--- src/logic/tile_settings.svh ---
// tile build settings for address decode, RAM depth, interrupt lines and timer
`ifndef TILE_SETTINGS_SVH
`define TILE_SETTINGS_SVH

// address bit that selects the SFR block over RAM
`define TILE_SFR_BITSEL 20

// RAM depth in 32-bit words
`define TILE_MEM_WORDS 1024

// log2 of the interrupt line count
`define TILE_IRQ_NUM_POW 4

// timer counter width
`define TILE_TIMER_W 32

// software reset bit after hard reset
`define TILE_SW_RESET_DEFAULT 1'b0

`endif

--- src/logic/tile_bus_pkg.sv ---
// host bus package with word, address and byte-enable types and request/response structs
package tile_bus_pkg;

    typedef logic [31:0] word_t;
    typedef logic [31:0] addr_t;
    typedef logic [3:0]  be_t;

    // one-cycle strobe request without back-pressure
    typedef struct packed {
        logic  req;
        logic  we;
        addr_t addr;
        be_t   be;
        word_t wdata;
    } host_req_t;

    // read response with strobe and data
    typedef struct packed {
        logic  resp;
        word_t rdata;
    } host_resp_t;

endpackage

--- src/logic/host_router.sv ---
// host request router splitting RAM and SFR accesses and merging their responses
`include "tile_settings.svh"

module host_router import tile_bus_pkg::*;
(
    input  logic         clk_i
    , input  logic       arst_n_i
    , input  host_req_t  host_req_i
    , output host_resp_t host_resp_o
    , output host_req_t  ram_req_o
    , output host_req_t  sfr_req_o
    , input  host_resp_t ram_resp_i
    , input  host_resp_t sfr_resp_i
);

    logic sel_sfr;
    logic rd_pend_q;
    logic rd_sfr_q;

    assign sel_sfr = host_req_i.addr[`TILE_SFR_BITSEL];

    always_comb
    begin
        ram_req_o     = host_req_i;
        sfr_req_o     = host_req_i;
        ram_req_o.req = host_req_i.req && !sel_sfr;
        sfr_req_o.req = host_req_i.req && sel_sfr;
    end

    // only the valid side contributes data
    assign host_resp_o.resp  = ram_resp_i.resp | sfr_resp_i.resp;
    assign host_resp_o.rdata = ({32{ram_resp_i.resp}} & ram_resp_i.rdata)
                             | ({32{sfr_resp_i.resp}} & sfr_resp_i.rdata);

    // which target owes a response this cycle
    always_ff @(posedge clk_i or negedge arst_n_i)
    begin
        if (!arst_n_i)
        begin
            rd_pend_q <= 1'b0;
            rd_sfr_q  <= 1'b0;
        end
        else
        begin
            rd_pend_q <= host_req_i.req && !host_req_i.we;
            rd_sfr_q  <= sel_sfr;
        end
    end

    a_resp_exclusive: assert property (@(posedge clk_i) disable iff (!arst_n_i)
        !(ram_resp_i.resp && sfr_resp_i.resp));

    // the addressed target, and only it, answers one cycle after a read
    a_resp_from_target: assert property (@(posedge clk_i) disable iff (!arst_n_i)
        {sfr_resp_i.resp, ram_resp_i.resp}
            == {rd_pend_q && rd_sfr_q, rd_pend_q && !rd_sfr_q});

endmodule

--- config.mk ---
export PLATFORM = sky130hd
export DESIGN_NAME = host_router
export DESIGN_NICKNAME = d
export VERILOG_FILES = /design/src/logic/tile_bus_pkg.sv /design/src/logic/host_router.sv
export VERILOG_INCLUDE_DIRS = /design/src /design/src/logic
export SDC_FILE = /design/constraint.sdc
export NUM_CORES = 1
export LEC_CHECK = 0
export BUFFER_PORTS_ARGS = -buffer_cell sky130_fd_sc_hd__buf_2
export CORE_AREA = 2 2 121 123
export DETAILED_ROUTE_END_ITERATION = 10
export DIE_AREA = 0 0 123 125
export PLACE_DENSITY_LB_ADDON = 0.08
export SYNTH_ARGS = -nofsm -noshare
export SYNTH_HDL_FRONTEND = slang
export SYNTH_SLANG_ARGS = --single-unit
--- constraint.sdc ---
create_clock -name vclk -period 1.1
set_input_delay 0.165 -clock vclk [all_inputs]
set_output_delay 0.165 -clock vclk [all_outputs]
set_load 0.05 [all_outputs]
* Word level (Yosys, flattened, before mapping)
Cells that the tools add are included.
** Storage, ports and cells
- Register bits :: 0
- Bits in latches :: 0
- RAM bits :: 0
- Bits in read-only memories :: 0
- Output and inout bits :: 173
- Logic and storage cells :: 7
- Memories :: 0
** Cells by class
- Add/subtract/negate cells :: 0
- Multiply operators :: 0
- Divide/modulo/power cells :: 0
- $lt $le $gt $ge :: 0
- Eq/ne operators :: 0
- Shifts and indexed selects :: 0
- Muxes and demuxes :: 0
- Bitwise logic cells :: 4
- Reductions and logical operators :: 3
** Operators by type and width (number)
- 32-bit bitwise AND :: 2
- 32-bit OR :: 1
- 1-bit logical AND :: 2
- 1-bit logical NOT :: 1
- 1-bit OR :: 1

* Depth between registers and ports, before layout
Gate-level depths: netlist of the first run.
- Depth in word-level cells :: 2
- Gate-level depth with buffers :: 3
- Mapped depth without buffers :: 1

* Worst setup path after synthesis of the first run
OpenSTA, ideal clock, no wires.
- Path type :: input to output
- Start :: input port host_req_i[69] in the netlist's numbering
- End :: output port ram_req_o[69] in the netlist's numbering
- Arrival :: 0.872 ns
- Data required time :: 0.935 ns
- Path slack :: 0.063 ns
- Cell stages on the path :: 1
- Buffers on the path :: 0
- Cell sequence :: nor2b_1
** On the way
- Word-level cells in the longest chain between the ends :: 1
** Ends and longest elaborated chain
- from (decl) :: RTL line host_router.sv:8 : , input host_req_t host_req_i
- 1-bit logical AND :: RTL line host_router.sv:26 : ram_req_o.req = host_req_i.req && !sel_sfr;
- to (decl) :: RTL line host_router.sv:10 : , output host_req_t ram_req_o
No other way between the ends.

==> results of run 1 <==
-- metal layers --
layer	share of wire	routed length, um	GRT usage
met2	0.48	1850	0.0767
met4	0.15	585	0.0675
met3	0.13	504	0.00912
met5	0	0	0
met1	0.24	908	0.0306
-- report_power, final --
group	leakage [nW]	switching [mW]	internal, mW
logic	0.617	0.511	0.295
registers	0	0	0
clock network	0	0	0
total	0.617	0.511	0.295
-- per-stage QoR --
stage / area [um2] / power, mW
floorplan: 1440 / 1.86
global route: 1210 / 0.854
finish: 1210 / 0.805
detailed placement: 1120 / 0.756
CTS: 1150 / 0.780
global placement: 1120 / 0.759
-- final timing paths --
check,from,to,slack [ps],depth (start not counted)
setup / recovery,ram_resp_i[32],host_resp_o[15],30,4
hold / removal,host_req_i[63],sfr_req_o[63],330,0
-- layout make-up --
class	count	share of cell area
well taps	184	0.191
multi-input cells	35	0.255
repair buffers	110	0.554
-- cell families (layout without fill, tap and decap cells) --
kind of cell,Yosys count,in the layout
compound gates,32,32
buf+inv,146,110
simple gates,3,3
-- cells in the final DEF (no fill, tap or decap) --
cell,instances
buf_2,77
nor2b_1,1
or2_2,1
and2_1,1
buf_6,3
buf_4,21
a22o_1,31
a22o_4,1
buf_12,2
clkbuf_4,7
-- worst max-delay path, delay by kind of cell --
kind                   cells  cell delay, ps
buffers and inverters      3             520
AO/OA/AOI/OAI              1             210
-- what timing repair did --
| action | in CTS | in global routing |
|---|---|---|
| resized for setup | 12 | 29 |
| endpoints found under the setup margin | 12 | 24 |
| hold buffers | 0 | 0 |
==> results.cfg, run 1 <==
[outcome]
status = finished, final reports clean

[detailed_routing]
routed_via_density = 2.72
drtAntennaViolNets = 0
dr.pass1.iters = 5
drt_iter0_drc = 33
wl_per_cell_um = 11.7
drt_wl_total_um = 3850
vias = 896
drc = 0

[floorplan]
num_rows = 44
start_util = 0.101
ioPinCount = 311
die_area_um2 = 15400
coreArea_um2 = 14200
die_width_um = 123
dieHeight_um = 125

[timing]
holdWs_ps = 330
tightest_slew_ps = 260
tns_ps = 0
fin_ws_ps = 33.4
finalSetupViolations = 0
rsz0062_at_grt = true
slew_violations = 0
timing.fmax_ghz = 0.938
hold_viol_final = 0
relSlewSlack = 0.828
finalCriticalPeriod_ps = 1070
post-route-period-util = 0.970

[yosys]
synthAdderAreaFrac = 0
synthTopCellsByArea = buf_4, a22o_1, buf_6
synth-simple-area-share = 0.0131
synthMuxAreaShare = 0
ys_top_cells_by_count = buf_4, a22o_1, buf_6
netlist_area_um2 = 1440
synth_seq_area_share = 0
syn_avg_cell_area_um2 = 7.94
synth_most_common_cell = buf_4
synth_top_area_share = 0.721
synth_cell_types = 7
post-synth-top-area-cell = buf_4
synth_cells = 181
syn-num-nets = 319
synth-compound-area-share = 0.195
synth-xor-area-share = 0
synth_top_family_by_area = buffers and inverters
yosysWarningCount = 0

[layout]
seq_cells = 0
seq_area_um2 = 0
fin_nets = 285
num-fill-cells = 1698
drive_above_1_share = 0.772
syn_to_final_growth_pct = -15.9
multi_input_area_um2 = 308
stdcell_count = 329
antennaDiodeCount = 0
clockBufferCount = 0
post-route-util = 0.0850

[power_and_ir_drop]
peakVddDrop_mv = 0.176
power_density_nw_per_um2 = 667
leakagePower_nw = 0.617

[grt]
grt_overflow_total = 0
grt_pass1_wl_um = 5110
antenna_found_initial = 0
grt_usage = 0.0437
grt_pass1_vias = 898
grt_start_max_net_pins = 22

[setup_path]
max_stage_delay_ps = 210
cp-start-kind = primary input
worstPathCellList = buf_2, buf_12, a22o_1, clkbuf_4
cp_max_fo = 17
cp-end-kind = output port
arrival_ps = 900
critPathKind = primary input to output port
cp.required_ps = 940
cp_slowest_cell = a22o_1

[cts]
post_cts_buffers = 0

[placement]
hpwl_um = 3230
placed_cells = 329
dpl_worst_slack_ps = -82.4
io_buffer_count = 105
finalWeightedCongestion = 0.598

[flow_run]
cap_violations = 0

[worst_hold_path]
hp-class = primary input to output port
Power figures use the tool's default switching activity.
==> inputs of run 2 (changes only) <==
CORE_AREA = 3 3 118 120   (was 2 2 121 123)
DIE_AREA = 0 0 121 123   (was 0 0 123 125)
==> run 2 against run 1 <==
  * Worst setup slack got worse by 3.0 ps
  * Core utilization increased by 0.54 points
  * Flip-flop and latch count unchanged
  * Highest routed layer unchanged
  * Power decreased by 0.59%
  * Final area decreased by 2.1%
  * Sequential share of layout area unchanged
==> results.cfg, run 2 (synthesized netlist as in run 1, its figures left out) <==
[outcome]
status = finished, final reports clean

[setup_path]
worstPathCellList = buf_2, buf_12, a22o_1, buf_4
cp-end-kind = output port
arrival_ps = 900
worst-path-buf-inv = 3
cp_max_fo = 15
cp-start-kind = primary input
cp.required_ps = 940
cp_slowest_cell = a22o_1
critPathKind = primary input to output port
max_stage_delay_ps = 230
startpoint = ram_resp_i[32]
critical_path.top_delay_family = buffers and inverters

[layout]
stdcell_count = 320
clockBufferCount = 0
seq_cells = 0
final_cell_mix = buf_2, a22o_1, buf_4, buf_12
drive_above_1_share = 0.764
syn_to_final_growth_pct = -17.7
seq_area_um2 = 0
fin_nets = 284
final_common_cell = buf_2
antennaDiodeCount = 0
post-route-util = 0.0904
num-fill-cells = 1550
multi_input_area_um2 = 299

[worst_hold_path]
hold_start = host_req_i[14]
hp-class = primary input to output port
worstHoldPathCells = 0
min_to = ram_req_o[14]

[power_and_ir_drop]
power_density_nw_per_um2 = 677
leakagePower_nw = 0.612
peakVddDrop_mv = 0.170
p_total_uw = 801

[cts]
cts_hold_buf = 0

[grt]
grt_pass1_wl_um = 5400
grt_pass1_vias = 927
grt_start_max_net_pins = 17
grt_overflow_total = 0
grt_usage = 0.0463
antenna_found_initial = 0

[timing]
rsz0062_at_grt = false
tns_ps = 0
slew_violations = 0
post-route-period-util = 0.972
timing.fmax_ghz = 0.935
relSlewSlack = 0.829
tightest_slew_ps = 258
hold_viol_final = 0
finalSetupViolations = 0
fin_ws_ps = 30.4
finalCriticalPeriod_ps = 1070

[floorplan]
num_rows = 42
start_util = 0.110
coreArea_um2 = 13100
dieHeight_um = 123
ioPinCount = 311
die_area_um2 = 14900
die_width_um = 121

[placement]
dpl_worst_slack_ps = -33.0
finalWeightedCongestion = 0.592
placed_cells = 320
io_buffer_count = 105

[detailed_routing]
drtAntennaViolNets = 0
routed_via_density = 2.78
drc = 0
drt_wl_total_um = 4130
vias = 888
drt_iter0_drc = 16
wl_per_cell_um = 12.9
dr.pass1.iters = 4

[flow_run]
cap_violations = 0
## run 2: cell types whose count changed in the layout (fill, tap and decap cells not counted)
cell      delta
clkbuf_4     -5
buf_6        -1
buf_4        -5
buf_2        +8
a22o_4       -1
a22o_1       +1
buf_12       +2
## run 2: final cells by class
class                           instances  share of cell area
Multi-Input combinational cell         35               0.253
Timing Repair Buffer                  109               0.561
Tap cell                              176               0.186
## run 2: worst max-delay path by stage
stage	end	slack, ps	depth (start not counted)
2_1_floorplan	ram_req_o[69]	60	1
3_3_place_gp	host_resp_o[17]	-50	4
3_5_place_dp	host_resp_o[17]	-30	4
4_1_cts	host_resp_o[10]	6	4
5_1_grt	host_resp_o[0]	1	4
6_report	host_resp_o[16]	30	4
## run 2: power breakdown
group | switching, mW | leakage [nW] | total [mW] | internal [mW]
Clock | 0 | 0 | 0 | 0
Sequential | 0 | 0 | 0 | 0
Combinational | 0.513 | 0.612 | 0.801 | 0.288
## run 2: timing repair
item | CTS | global route
setup endpoints to repair | 17 | 14
gates resized for setup | 17 | 4
pin swaps | 0 | 0
buffers inserted | 0 | 0
## run 2: layer usage
| metal | share of wire | routed length (um) | GRT usage | up-vias |
|---|---|---|---|---|
| li1 | - | - | - | 387 |
| met3 | 0.14 | 574 | 0.0151 | 66 |
| met1 | 0.32 | 1310 | 0.0498 | 347 |
| met4 | 0.13 | 523 | 0.0531 | 0 |
| met5 | 0 | 0 | 0 | - |
| met2 | 0.42 | 1720 | 0.0670 | 88 |
## run 2: per-stage QoR
step / area [um2] / hold WS [ps]
floorplan: 1440 / 497
global placement: 1130 / 331
detailed placement: 1130 / 331
CTS: 1170 / 331
global route: 1180 / 330
finish: 1180 / 330
