==> config.mk <==
export PLATFORM = sky130hd
export DESIGN_NAME = tile_sfr
export DESIGN_NICKNAME = d
export VERILOG_FILES = /design/src/logic/tile_bus_pkg.sv /design/src/logic/tile_irq_pkg.sv /design/src/logic/irq_adapter.sv /design/src/logic/tile_sfr.sv
export VERILOG_INCLUDE_DIRS = /design/src /design/src/logic
export SDC_FILE = /design/constraint.sdc
export NUM_CORES = 1
export LEC_CHECK = 0
export ABC_CLOCK_PERIOD_IN_PS = 2400
export BUFFER_PORTS_ARGS = -buffer_cell sky130_fd_sc_hd__buf_2
export CORE_MARGIN = 2
export CORE_UTILIZATION = 35
export CTS_CLUSTER_DIAMETER = 120
export CTS_CLUSTER_SIZE = 40
export DETAILED_ROUTE_END_ITERATION = 6
export PLACE_DENSITY = 0.56
export SLEW_MARGIN = 15
export SYNTH_ARGS = -nofsm -noshare
export SYNTH_HDL_FRONTEND = slang
export SYNTH_SLANG_ARGS = --single-unit
export TNS_END_PERCENT = 20
==> constraint.sdc <==
create_clock -name clk_i -period 2.4 [get_ports clk_i]
set_input_delay 0.24 -clock clk_i [delete_from_list [all_inputs] [get_ports clk_i]]
set_output_delay 0.24 -clock clk_i [all_outputs]
set_load 0.005 [all_outputs]
==> src/logic/tile_settings.svh <==
// tile build settings for address decode, RAM depth, interrupt lines and timer
`ifndef TILE_SETTINGS_SVH
`define TILE_SETTINGS_SVH

// address bit that selects the SFR block over RAM
`define TILE_SFR_BITSEL 20

// RAM depth in 32-bit words
`define TILE_MEM_WORDS 1024

// log2 of the interrupt line count
`define TILE_IRQ_NUM_POW 4

// timer counter width
`define TILE_TIMER_W 32

// software reset bit after hard reset
`define TILE_SW_RESET_DEFAULT 1'b0

`endif

==> src/logic/tile_bus_pkg.sv <==
// host bus package with word, address and byte-enable types and request/response structs
package tile_bus_pkg;

    typedef logic [31:0] word_t;
    typedef logic [31:0] addr_t;
    typedef logic [3:0]  be_t;

    // one-cycle strobe request without back-pressure
    typedef struct packed {
        logic  req;
        logic  we;
        addr_t addr;
        be_t   be;
        word_t wdata;
    } host_req_t;

    // read response with strobe and data
    typedef struct packed {
        logic  resp;
        word_t rdata;
    } host_resp_t;

endpackage

==> src/logic/tile_irq_pkg.sv <==
// interrupt package with line vector, code and SFR register index types
`include "tile_settings.svh"

package tile_irq_pkg;

    // one bit per interrupt line
    typedef logic [(2**`TILE_IRQ_NUM_POW)-1:0] irq_vec_t;
    typedef logic [`TILE_IRQ_NUM_POW-1:0]      irq_code_t;

    // word offsets inside the SFR window
    typedef enum logic [2:0] {
        SFR_ID           = 3'd0,
        SFR_CTRL         = 3'd1,
        SFR_IRQ_EN       = 3'd2,
        SFR_SGI          = 3'd3,
        SFR_TIMER_PERIOD = 3'd4,
        SFR_TIMER_CTRL   = 3'd5
    } sfr_reg_e;

endpackage

==> src/logic/irq_adapter.sv <==
// interrupt adapter turning line edges and SGI into one prioritized request with code
module irq_adapter import tile_bus_pkg::*, tile_irq_pkg::*;
(
    input  logic        clk_i
    , input  logic      arst_n_i
    , input  logic      soft_rst_i
    , input  irq_vec_t  irq_lines_i
    , input  logic      sgi_req_i
    , input  irq_code_t sgi_code_i
    , input  logic      irq_ack_i
    , output logic      irq_req_o
    , output irq_code_t irq_code_o
);

    localparam int IRQ_NUM = $bits(irq_vec_t);

    irq_vec_t  lines_q;
    irq_vec_t  pending_q;
    irq_vec_t  pending_nxt;
    irq_vec_t  rise;
    irq_vec_t  sgi_vec;
    irq_vec_t  ack_vec;
    logic      req_q;
    irq_code_t code_q;

    // lowest set index wins
    function automatic irq_code_t lowest_idx(irq_vec_t v);
        irq_code_t idx;
        idx = '0;
        for (int i = IRQ_NUM - 1; i >= 0; i--)
        begin
            if (v[i])
            begin
                idx = irq_code_t'(i);
            end
        end
        return idx;
    endfunction

    assign rise    = irq_lines_i & ~lines_q;
    assign sgi_vec = sgi_req_i ? (irq_vec_t'(1) << sgi_code_i) : '0;
    assign ack_vec = (irq_ack_i && req_q) ? (irq_vec_t'(1) << code_q) : '0;

    // a fresh edge beats an ack on the same line
    assign pending_nxt = (pending_q & ~ack_vec) | rise | sgi_vec;

    always_ff @(posedge clk_i or negedge arst_n_i)
    begin
        if (!arst_n_i)
        begin
            lines_q   <= '0;
            pending_q <= '0;
            req_q     <= 1'b0;
            code_q    <= '0;
        end
        else if (soft_rst_i)
        begin
            lines_q   <= '0;
            pending_q <= '0;
            req_q     <= 1'b0;
            code_q    <= '0;
        end
        else
        begin
            lines_q   <= irq_lines_i;
            pending_q <= pending_nxt;
            req_q     <= |pending_nxt;
            code_q    <= lowest_idx(pending_nxt);
        end
    end

    assign irq_req_o  = req_q;
    assign irq_code_o = code_q;

    // acks from outside only for a live request
    a_ack_needs_req: assert property (@(posedge clk_i) disable iff (!arst_n_i)
        irq_ack_i |-> irq_req_o);

endmodule

==> src/logic/tile_sfr.sv <==
// special-function register block with core id, soft reset, irq mask, SGI and timer
`include "tile_settings.svh"

module tile_sfr import tile_bus_pkg::*, tile_irq_pkg::*;
#(
    parameter int CORENUM = 0
)
(
    input  logic         clk_i
    , input  logic       arst_n_i
    , input  host_req_t  req_i
    , output host_resp_t resp_o
    , input  irq_vec_t   irq_i
    , input  logic       irq_ack_i
    , output logic       irq_req_o
    , output irq_code_t  irq_code_o
);

    typedef logic [`TILE_TIMER_W-1:0] tmr_t;

    sfr_reg_e  reg_sel;
    logic      wr_en;
    logic      rd_en;
    logic      soft_rst_q;
    irq_vec_t  irq_en_q;
    tmr_t      period_q;
    tmr_t      cnt_q;
    logic      tmr_en_q;
    logic      tick_q;
    logic      sgi_req;
    irq_code_t sgi_code;
    irq_vec_t  irq_lines;
    word_t     rd_word;
    word_t     rdata_q;
    logic      resp_q;

    assign reg_sel = sfr_reg_e'(req_i.addr[4:2]);
    assign wr_en   = req_i.req && req_i.we;
    assign rd_en   = req_i.req && !req_i.we;

    // SGI fires in the write cycle itself
    assign sgi_req  = wr_en && (reg_sel == SFR_SGI);
    assign sgi_code = irq_code_t'(req_i.wdata);

    always_ff @(posedge clk_i or negedge arst_n_i)
    begin
        if (!arst_n_i)
        begin
            soft_rst_q <= `TILE_SW_RESET_DEFAULT;
            irq_en_q   <= '0;
            period_q   <= '0;
            tmr_en_q   <= 1'b0;
        end
        else if (wr_en)
        begin
            case (reg_sel)
                SFR_CTRL:         soft_rst_q <= req_i.wdata[0];
                SFR_IRQ_EN:       irq_en_q   <= irq_vec_t'(req_i.wdata);
                SFR_TIMER_PERIOD: period_q   <= tmr_t'(req_i.wdata);
                SFR_TIMER_CTRL:   tmr_en_q   <= req_i.wdata[0];
                default:          ;
            endcase
        end
    end

    // counts 0..period and ticks once per wrap
    always_ff @(posedge clk_i or negedge arst_n_i)
    begin
        if (!arst_n_i)
        begin
            cnt_q  <= '0;
            tick_q <= 1'b0;
        end
        else if (!tmr_en_q)
        begin
            cnt_q  <= '0;
            tick_q <= 1'b0;
        end
        else if (cnt_q == period_q)
        begin
            cnt_q  <= '0;
            tick_q <= 1'b1;
        end
        else
        begin
            cnt_q  <= cnt_q + 1'b1;
            tick_q <= 1'b0;
        end
    end

    always_comb
    begin
        case (reg_sel)
            SFR_ID:           rd_word = word_t'(CORENUM);
            SFR_CTRL:         rd_word = word_t'(soft_rst_q);
            SFR_IRQ_EN:       rd_word = word_t'(irq_en_q);
            SFR_TIMER_PERIOD: rd_word = word_t'(period_q);
            SFR_TIMER_CTRL:   rd_word = word_t'(tmr_en_q);
            default:          rd_word = '0;
        endcase
    end

    always_ff @(posedge clk_i or negedge arst_n_i)
    begin
        if (!arst_n_i)
        begin
            resp_q <= 1'b0;
        end
        else
        begin
            resp_q <= rd_en;
        end
    end

    always_ff @(posedge clk_i)
    begin
        if (rd_en)
        begin
            rdata_q <= rd_word;
        end
    end

    assign resp_o.resp  = resp_q;
    assign resp_o.rdata = rdata_q;

    // timer drives line 1
    assign irq_lines = (irq_i | (irq_vec_t'(tick_q) << 1)) & irq_en_q;

    irq_adapter irq_adapter (
        .clk_i        (clk_i)
        , .arst_n_i   (arst_n_i)
        , .soft_rst_i (soft_rst_q)
        , .irq_lines_i(irq_lines)
        , .sgi_req_i  (sgi_req)
        , .sgi_code_i (sgi_code)
        , .irq_ack_i  (irq_ack_i)
        , .irq_req_o  (irq_req_o)
        , .irq_code_o (irq_code_o)
    );

endmodule

# Word level (Yosys, flattened, before mapping)
# Cells that the tools add are included.
[op_classes] addsub=1 n_eq_ne=6 n_shift=2 n_mux=27 bitwise=8 n_reduce_logical=10
[op_table] operator="$pmux W32 S4" count=1
[op_table] operator="$mux W4" count=17
[op_table] operator="$mux W16" count=4
[op_table] operator="$mux W32" count=2
[op_table] operator="$and A16 B16 Y16" count=3
[op_table] operator="$add A32 B1 Y32 const B" count=1
[op_table] operator="$eq A32 B32 Y1" count=1
[op_table] operator="$not A16 Y16" count=2
[op_table] operator="$or A16 B16 Y16" count=2
[op_table] operator="$shl A1 B4 Y16 const A" count=2
[op_table] operator="$or A16 B2 Y16" count=1
[op_table] operator="$reduce_or A16 Y1" count=1
[op_table] operator="$reduce_and A2 Y1" count=4
[op_table] operator="$eq A3 B2 Y1 const B" count=2
[op_table] operator="$eq A3 B3 Y1 const B" count=2
[op_table] operator="$logic_and A1 B1 Y1" count=4
[op_table] operator="$eq A3 B1 Y1 const B" count=1
[op_table] operator="$mux W1" count=3
[op_table] operator="$logic_not A1 Y1" count=1
[word_totals] regBits=153 in_bits=89 out_inout_bits=38 word_cells=66

# Longest topological paths before layout
# Gate-level depths: netlist of the first run.
[depth] ltp_word=23 mapped_depth=8 mapped_depth_nobuf=7

# Hierarchy
# A second synthesis of the first run with hierarchy kept.
[hier_totals] hier_cells=594 area_unflattened_um2=7031.7
[by_module_without_submodules] mod="tile_sfr" n_inst=1 cells_each=415 area_per_inst_um2=5246.3
[by_module_without_submodules] mod="irq_adapter" n_inst=1 cells_each=179 area_per_inst_um2=1785.5

# Least setup slack after synthesis of the first run
# Ideal clock, no wire load.
[synth_timing] path_kind="input to register" from="input req_i[68] (netlist bit)" to="register rdata_q[0] (enable)" arrival_ns=1.718 required_ns=1.973 slack_ns=0.255 path_stages=1 path_buffers=0 path_cell_list="nor2b_1"
[synth_between] elab_chain_cells=2
[synth_lines] item="from (decl)" line="tile_sfr.sv:11" source=", input host_req_t req_i"
[synth_lines] item="$logic_not A1 Y1" line="tile_sfr.sv:39" source="assign rd_en = req_i.req && !req_i.we;"
[synth_lines] item="$logic_and A1 B1 Y1" line="tile_sfr.sv:39"
[synth_lines] item="to (signal assigned)" line="tile_sfr.sv:119" source="rdata_q <= rd_word;"
[synth_lines] item="to (decl)" line="tile_sfr.sv:34" source="word_t rdata_q;"
# Every way passes these cells.
# A chain may end at the register's enable or synchronous reset.

# Worst setup path after layout of the first run
[layout_timing] from="register irq_adapter.code_q[2] (netlist: irq_adapter.irq_code_o[2])" to="register irq_adapter.req_q (netlist: irq_adapter.irq_req_o)"
[layout_between] elab_chain_cells=8
[layout_lines] item="from (decl)" line="irq_adapter.sv:24" source="irq_code_t code_q;"
[layout_lines] item="from (signal assigned)" line="irq_adapter.sv:68" source="code_q <= lowest_idx(pending_nxt);"
[layout_lines] item="$shl A1 B4 Y16" line="irq_adapter.sv:42" source="assign ack_vec = (irq_ack_i && req_q) ? (irq_vec_t'(1) << code_q) : '0;"
[layout_lines] item="$mux W16" line="irq_adapter.sv:42"
[layout_lines] item="$not A16 Y16" line="irq_adapter.sv:45" source="assign pending_nxt = (pending_q & ~ack_vec) | rise | sgi_vec;"
[layout_lines] item="$and A16 B16 Y16" line="irq_adapter.sv:45"
[layout_lines] item="$or A16 B16 Y16 (2 in a row)" line="irq_adapter.sv:45"
[layout_lines] item="$reduce_or A16 Y1" line="irq_adapter.sv:67" source="req_q <= |pending_nxt;"
[layout_lines] item="$mux W1" line="irq_adapter.sv:56" source="else if (soft_rst_i)"
[layout_lines] item="to (signal assigned)" line="irq_adapter.sv:67"
[layout_lines] item="to (decl)" line="irq_adapter.sv:23" source="logic req_q;"
# Every way passes these cells.

==> metrics.csv, run 1 <==
metric,value,unit
status,completed,
die width,145,um
total gr overflow,0,
PD cells,930,nW/um2
synthesized area per cell,11.7,um2
Cell Int Power,5.71,mW
largest family of logic cells by synthesized area,simple AND/OR/NAND/NOR gates,
post-synthesis simple-gate area fraction,17.1,%
Final HPWL DP,12.8,mm
share of the synthesized area in the top cell type,43.6,%
Synth area leader,dfrtp_1,
worst setup margin,224,ps
"CTS clk-pin slew, worst paths",60,ps
Sink Count,153,
area share of fa/ha/maj cells after synthesis,0.180,%
CTS tree,yes,
Post-Syn Area,6950,um2
Pre-antenna DRT Iters,5,
worst vdd ir,0.394,mV
initial antenna violation count,0,
Area contributors post-synth,"dfrtp_1, edfxtp_1, xnor2_1, mux2_1, nor2_1",
Cell variety after synth,55,
Total GRT Usage,17.6,%
num rows,51,
post-route setup TNS,0,ps
largest net degree at the start of global routing,45,
global-route wire length before repair,27.5,mm
nets,792,
routing usage on met1,23.3,%
Synth Area in XOR/XNOR,7.82,%
switching share of power,27.8,%
number of setup violations in the final report,0,
Routed wire per std cell,17.9,um
total CTS buffers,17,
Final period util,90.7,%
Critical Path RT,2680,ps
FMAX,460,MHz
register area share after synthesis,57.4,%
Via-to-Cell Ratio,5.08,
final wirelength,17.5,mm
YS warnings,0,
Post-CTS Setup Inserts,0,
Critical Path Max Stage Delay,640,ps
Post-synth top flop,dfrtp_1,
residual DRC count,0,
Via Count,4979,
Setup CP Type,reg -> reg,
WP data arrival,2450,ps
leakage,3.65,nW
mux share of post-synthesis cell area,8.10,%
starting density of the core,35.7,%
Post-synth EDFFs,32,
# H-tree levels,4,
clock buffer depth,2,
Core Footprint,19500,um2
"Min Clock Period, post-route",2180,ps
placed inst area,7810,um2
GRT met3 Usage,3.59,%
endpoint class of the critical path,flip-flop,
Worst-Margin Slew,667,ps
startpoint class of the critical path,flip-flop,
critical path's slowest cell,a221oi_1,
share of the synthesized area in compound gates (AO/OA/AOI/OAI),7.56,%
Vert. Die Dim,145,um
"FF+latch count, synth",153,
worst skew pair latency,420,ps
RSZ-0062 raised after global routing,false,
area grow syn2layout,22.3,%
design area,8500,um2
met2 GRT Util,29.0,%
combinational share of power,18.2,%
Rel. slew slack,55.1,%
root buffer cell,clkbuf_16,
DRT iter0 DRCs,270,
P_sw,2.19,mW
Cells after Synth,596,
Buf/Inv on CP,0,
crit-path max FO,10,
Placement Setup Slack,167,ps
fin. max-slew vios,0,
Final Hold Vio Count,0,
vias in the first global route,4972,
GPL Wtd Cong,0.885,
Clk pwr share,38.3,%
Async SR Flop Fraction,79.1,%
GRT Max-Usage Layer,met2,
Antenna Cells,0,
die area,21000,um2
class of the worst hold path,in -> reg,
kind of cell adding the most delay to the critical path,compound AO/OA/AOI/OAI gates,
Pwr Total,7.90,mW
Setup Skew,5.68,ps
share of layout cells above drive strength 1,25.6,%
Final Util,43.7,%
"antenna viol nets, final",0,
Port Buffer Count,93,
crit-path cells,"nand4_1, a221oi_1, nand2_1, nor4_1, a21oi_1",
Seq pwr share,43.5,%
max-cap violations,0,
Post-Syn Nets,686,
Ports,127,
## kinds of logic (layout without fill, tap and decap cells)
group                    after synthesis  count (layout)
AO/OA/AOI/OAI                         68              68
XOR/XNOR                              62              62
adder cells (fa/ha/maj)                1               1
buffers and inverters                 31             150
flip-flops                           153             153
multiplexers                          50              50
AND/OR/NAND/NOR                      231             231
## routing by layer
metal	part of all wire, %	up-vias
li1	-	2321
met4	1.8	0
met1	46	2548
met3	3.6	23
met5	0	-
met2	49	87
## cell usage in the layout, fill, tap and decap left out, types with 13 or more instances in the layout
cell / count
dfrtp_1: 121
buf_2: 92
nor2_1: 77
nand2_1: 43
xnor2_1: 43
edfxtp_1: 32
mux2_1: 26
mux2_2: 24
nand4_1: 21
and2_1: 19
xor2_1: 19
buf_4: 19
clkbuf_16: 17
a22o_1: 15
nand3_1: 13
## cells in the mapped netlist, types with 4 or more instances
cell type and n:
dfrtp_1 121, nor2_1 78, nand2_1 43, xnor2_1 43, edfxtp_1 32, mux2_1 26
mux2_2 24, nand4_1 21, clkbuf_1 20, and2_1 19, xor2_1 19, a22o_1 15
nand3_1 13, and3_1 10, o21ai_0 10, a211oi_1 8, or2_2 7, nand2b_1 6
nor2b_1 6, inv_1 5, nor4_1 5, o21a_1 5, buf_2 4, nor3_1 4
o211ai_1 4
## metrics by stage
step | std cells | hold slack (ps)
finish | 980 | 24.2
global route | 980 | 24.4
CTS | 980 | 13.2
detailed placement | 947 | 251
global placement | 947 | 250
floorplan | 596 | -55.6
## power groups by stage
stage | registers (mW) | clock network (mW) | logic (mW)
final | 3.44 | 3.03 | 1.44
after global placement | 3.46 | 0 | 1.40
after detailed placement | 3.48 | 0 | 1.42
after floorplan | 3.30 | 0 | 1.03
after global routing | 3.49 | 3.19 | 1.60
after CTS | 3.44 | 3.08 | 1.44
## worst register-to-register path, cell delays in order, from the launching register on
cell,delay [ps]
dfrtp_1,570
nand4_1,240
a221oi_1,640
nand2_1,120
nor4_1,340
a21oi_1,120
## registers in the layout, summed over array words and instances (netlist names), 4 cells and up
signal,count
cnt_q,32
period_q,32
rdata_q,32
irq_adapter.lines_q,16
irq_adapter.pending_q,16
irq_en_q,16
irq_adapter.irq_code_o,4
## path summary, 6_finish.rpt
path	slack, ps	startpoint	depth (start not counted)	to
setup / recovery	220	irq_adapter.irq_code_o[2]	5	irq_adapter.irq_req_o
hold / removal	20	req_i[19]	2	period_q[19]
setup reg to reg	220	irq_adapter.irq_code_o[2]	5	irq_adapter.irq_req_o
hold reg to reg	510	irq_en_q[0]	1	irq_en_q[0]
max in group asynchronous	1330	arst_n_i	3	cnt_q[17]
min in group asynchronous	340	arst_n_i	2	irq_adapter.lines_q[8]
## timing repair
item / CTS / global route
hold endpoints to repair: 35 / 0
hold buffers: 1 / 0
setup endpoints to repair: 0 / 1
resized for setup: 0 / 2
## cell type report
class	count	area (um2)
repair buffers	113	633
well taps	265	332
flip-flops and latches	153	3990
fillers	1813	11000
inverters	5	18.8
clock buffers	19	443
clock inverters	13	224
multi-input cells	412	2860
(Power assumes the default switching activity.)
==> inputs of run 2 (changes only) <==
Settings changed: REMOVE_ABC_BUFFERS set to 1.
==> run 2 against run 1 <==
Net effect: clock skew up 4.3 ps; sequential power is essentially flat; register-to-register slack lost 50 ps; largest power group unchanged; sequential cell count unchanged; clock-buffer cell count grew 1; routed wire length down 0.42%.
==> metrics.csv, run 2 (synthesis gave the netlist of run 1 again) <==
metric,value,unit
startpoint class of the critical path,flip-flop,
GRT Max-Usage Layer,met2,
CTS Hold Buffers Added,1,
clock buffer depth,2,
"antenna viol nets, final",0,
num rows,51,
Vert. Die Dim,145,um
max-cap violations,0,
Top Registers,"cnt_q (32), period_q (32), rdata_q (32)",
total CTS buffers,17,
"CTS clk-pin slew, worst paths",60,ps
die area,21000,um2
Total GRT Usage,17.5,%
met2 GRT Util,28.5,%
R2R Path Start,irq_adapter.irq_code_o[3],
"Min Clock Period, post-route",2230,ps
Setup Skew,9.94,ps
Antenna Cells,0,
die width,145,um
total gr overflow,0,
design area,8470,um2
global-route wire length before repair,27.3,mm
DRT iter0 DRCs,435,
Sink Count,153,
Worst-Margin Slew,662,ps
RSZ-0062 raised after global routing,false,
hold_ws,30.1,ps
Final Hold Vio Count,0,
worst reg-to-reg path cell count,6,
crit-path cells,"nand4b_2, o31a_1, a211o_1, or4_4, nor4_4, nor3b_1",
Ports,127,
GRT met3 Usage,5.03,%
"commonest non-fill, non-tap cells in the layout","dfrtp_1, buf_2, nor2_1",
crit-path max FO,6,
area grow syn2layout,22.0,%
WP data arrival,2560,ps
final wirelength,17.4,mm
residual DRC count,0,
Min-Delay Startpoint,req_i[23],
worst hold endpoint,period_q[23],
Rel. slew slack,55.9,%
"most common cell after layout, fill and taps aside",dfrtp_1,
Setup CP Type,reg -> reg,
critical path's slowest cell,or4_4,
status,completed,
share of layout cells above drive strength 1,24.9,%
routing usage on met1,22.9,%
FMAX,448,MHz
Port Buffer Count,93,
Via Count,4929,
nets,789,
Hold Path Stages,2,
GPL Wtd Cong,0.846,
Pre-antenna DRT Iters,4,
vias in the first global route,4976,
Final period util,93.0,%
Buf/Inv on CP,0,
Post-CTS Setup Inserts,0,
root buffer cell,clkbuf_16,
Pwr Total,7.79,mW
Critical Path RT,2730,ps
Critical Path Max Stage Delay,460,ps
class of the worst hold path,in -> reg,
CTS tree,yes,
PD cells,920,nW/um2
Final HPWL DP,12.4,mm
leakage,3.62,nW
Layout fillers,1871,
Via-to-Cell Ratio,5.05,
starting density of the core,35.7,%
CTS resizes,0,
endpoint class of the critical path,flip-flop,
worst skew pair latency,420,ps
kind of cell adding the most delay to the critical path,simple AND/OR/NAND/NOR gates,
Routed wire per std cell,17.9,um
Setup crit start,irq_adapter.irq_code_o[3],
worst vdd ir,0.501,mV
initial antenna violation count,0,
largest net degree at the start of global routing,51,
number of setup violations in the final report,0,
placed inst area,7820,um2
r2r setup slk,170,ps
fin. max-slew vios,0,
Worst R2R End,irq_adapter.irq_code_o[3],
Core Footprint,19500,um2
post-route setup TNS,0,ps
# H-tree levels,4,
[run 2: cell types whose count changed in the layout (fill, tap and decap cells not counted), sizes merged]
cell    change
buf         -3
bufinv      -1
clkbuf      +1
clkinv      -1
inv         +1
[run 2: layer usage]
| layer | share of wire (%) | routed length (um) |
|---|---|---|
| met3 | 5.2 | 907 |
| met1 | 45 | 7880 |
| met4 | 0.64 | 112 |
| met2 | 49 | 8540 |
| met5 | 0 | 0 |
[run 2: per-stage QoR]
stage | setup WS, ps | cells | util, %
after floorplan | -337 | 570 | -
after global placement | 194 | 944 | 40.2
after detailed placement | 196 | 944 | 40.2
after CTS | 165 | 977 | 43.5
after global routing | 12.7 | 977 | 43.5
final | 169 | 977 | 43.5
[run 2: area by class of cell]
| class | instances | area (um2) | share of cell area [%] |
|---|---|---|---|
| sequential | 153 | 3990 | 47.1 |
| clock inverter | 12 | 196 | 2.32 |
| clock buffer | 20 | 447 | 5.27 |
| inverter | 5 | 18.8 | 0.221 |
| multi-input combinational | 412 | 2840 | 33.6 |
| tap | 265 | 332 | 3.91 |
| timing repair buffer | 110 | 648 | 7.65 |
[run 2: where the power goes]
part | internal (mW) | total (mW) | switching (mW)
Sequential | 3.06 | 3.43 | 0.370
Combinational | 0.691 | 1.45 | 0.757
Clock | 1.87 | 2.92 | 1.05
Total | 5.62 | 7.79 | 2.18
[run 2: worst register-to-register path, stage by stage (launching register included)]
cell      delay, ps
dfrtp_1         420
nand4b_2        290
o31a_1          270
a211o_1         270
or4_4           460
nor4_4          240
nor3b_1         200
[run 2: worst max-delay path by stage]
stage,end,cells past startpoint
final,irq_adapter.irq_code_o[3],6
after global placement,irq_adapter.irq_code_o[3],6
after CTS,irq_adapter.irq_code_o[3],6
after global routing,irq_adapter.irq_req_o,5
after floorplan,period_q[0],4
after detailed placement,irq_adapter.irq_code_o[3],6
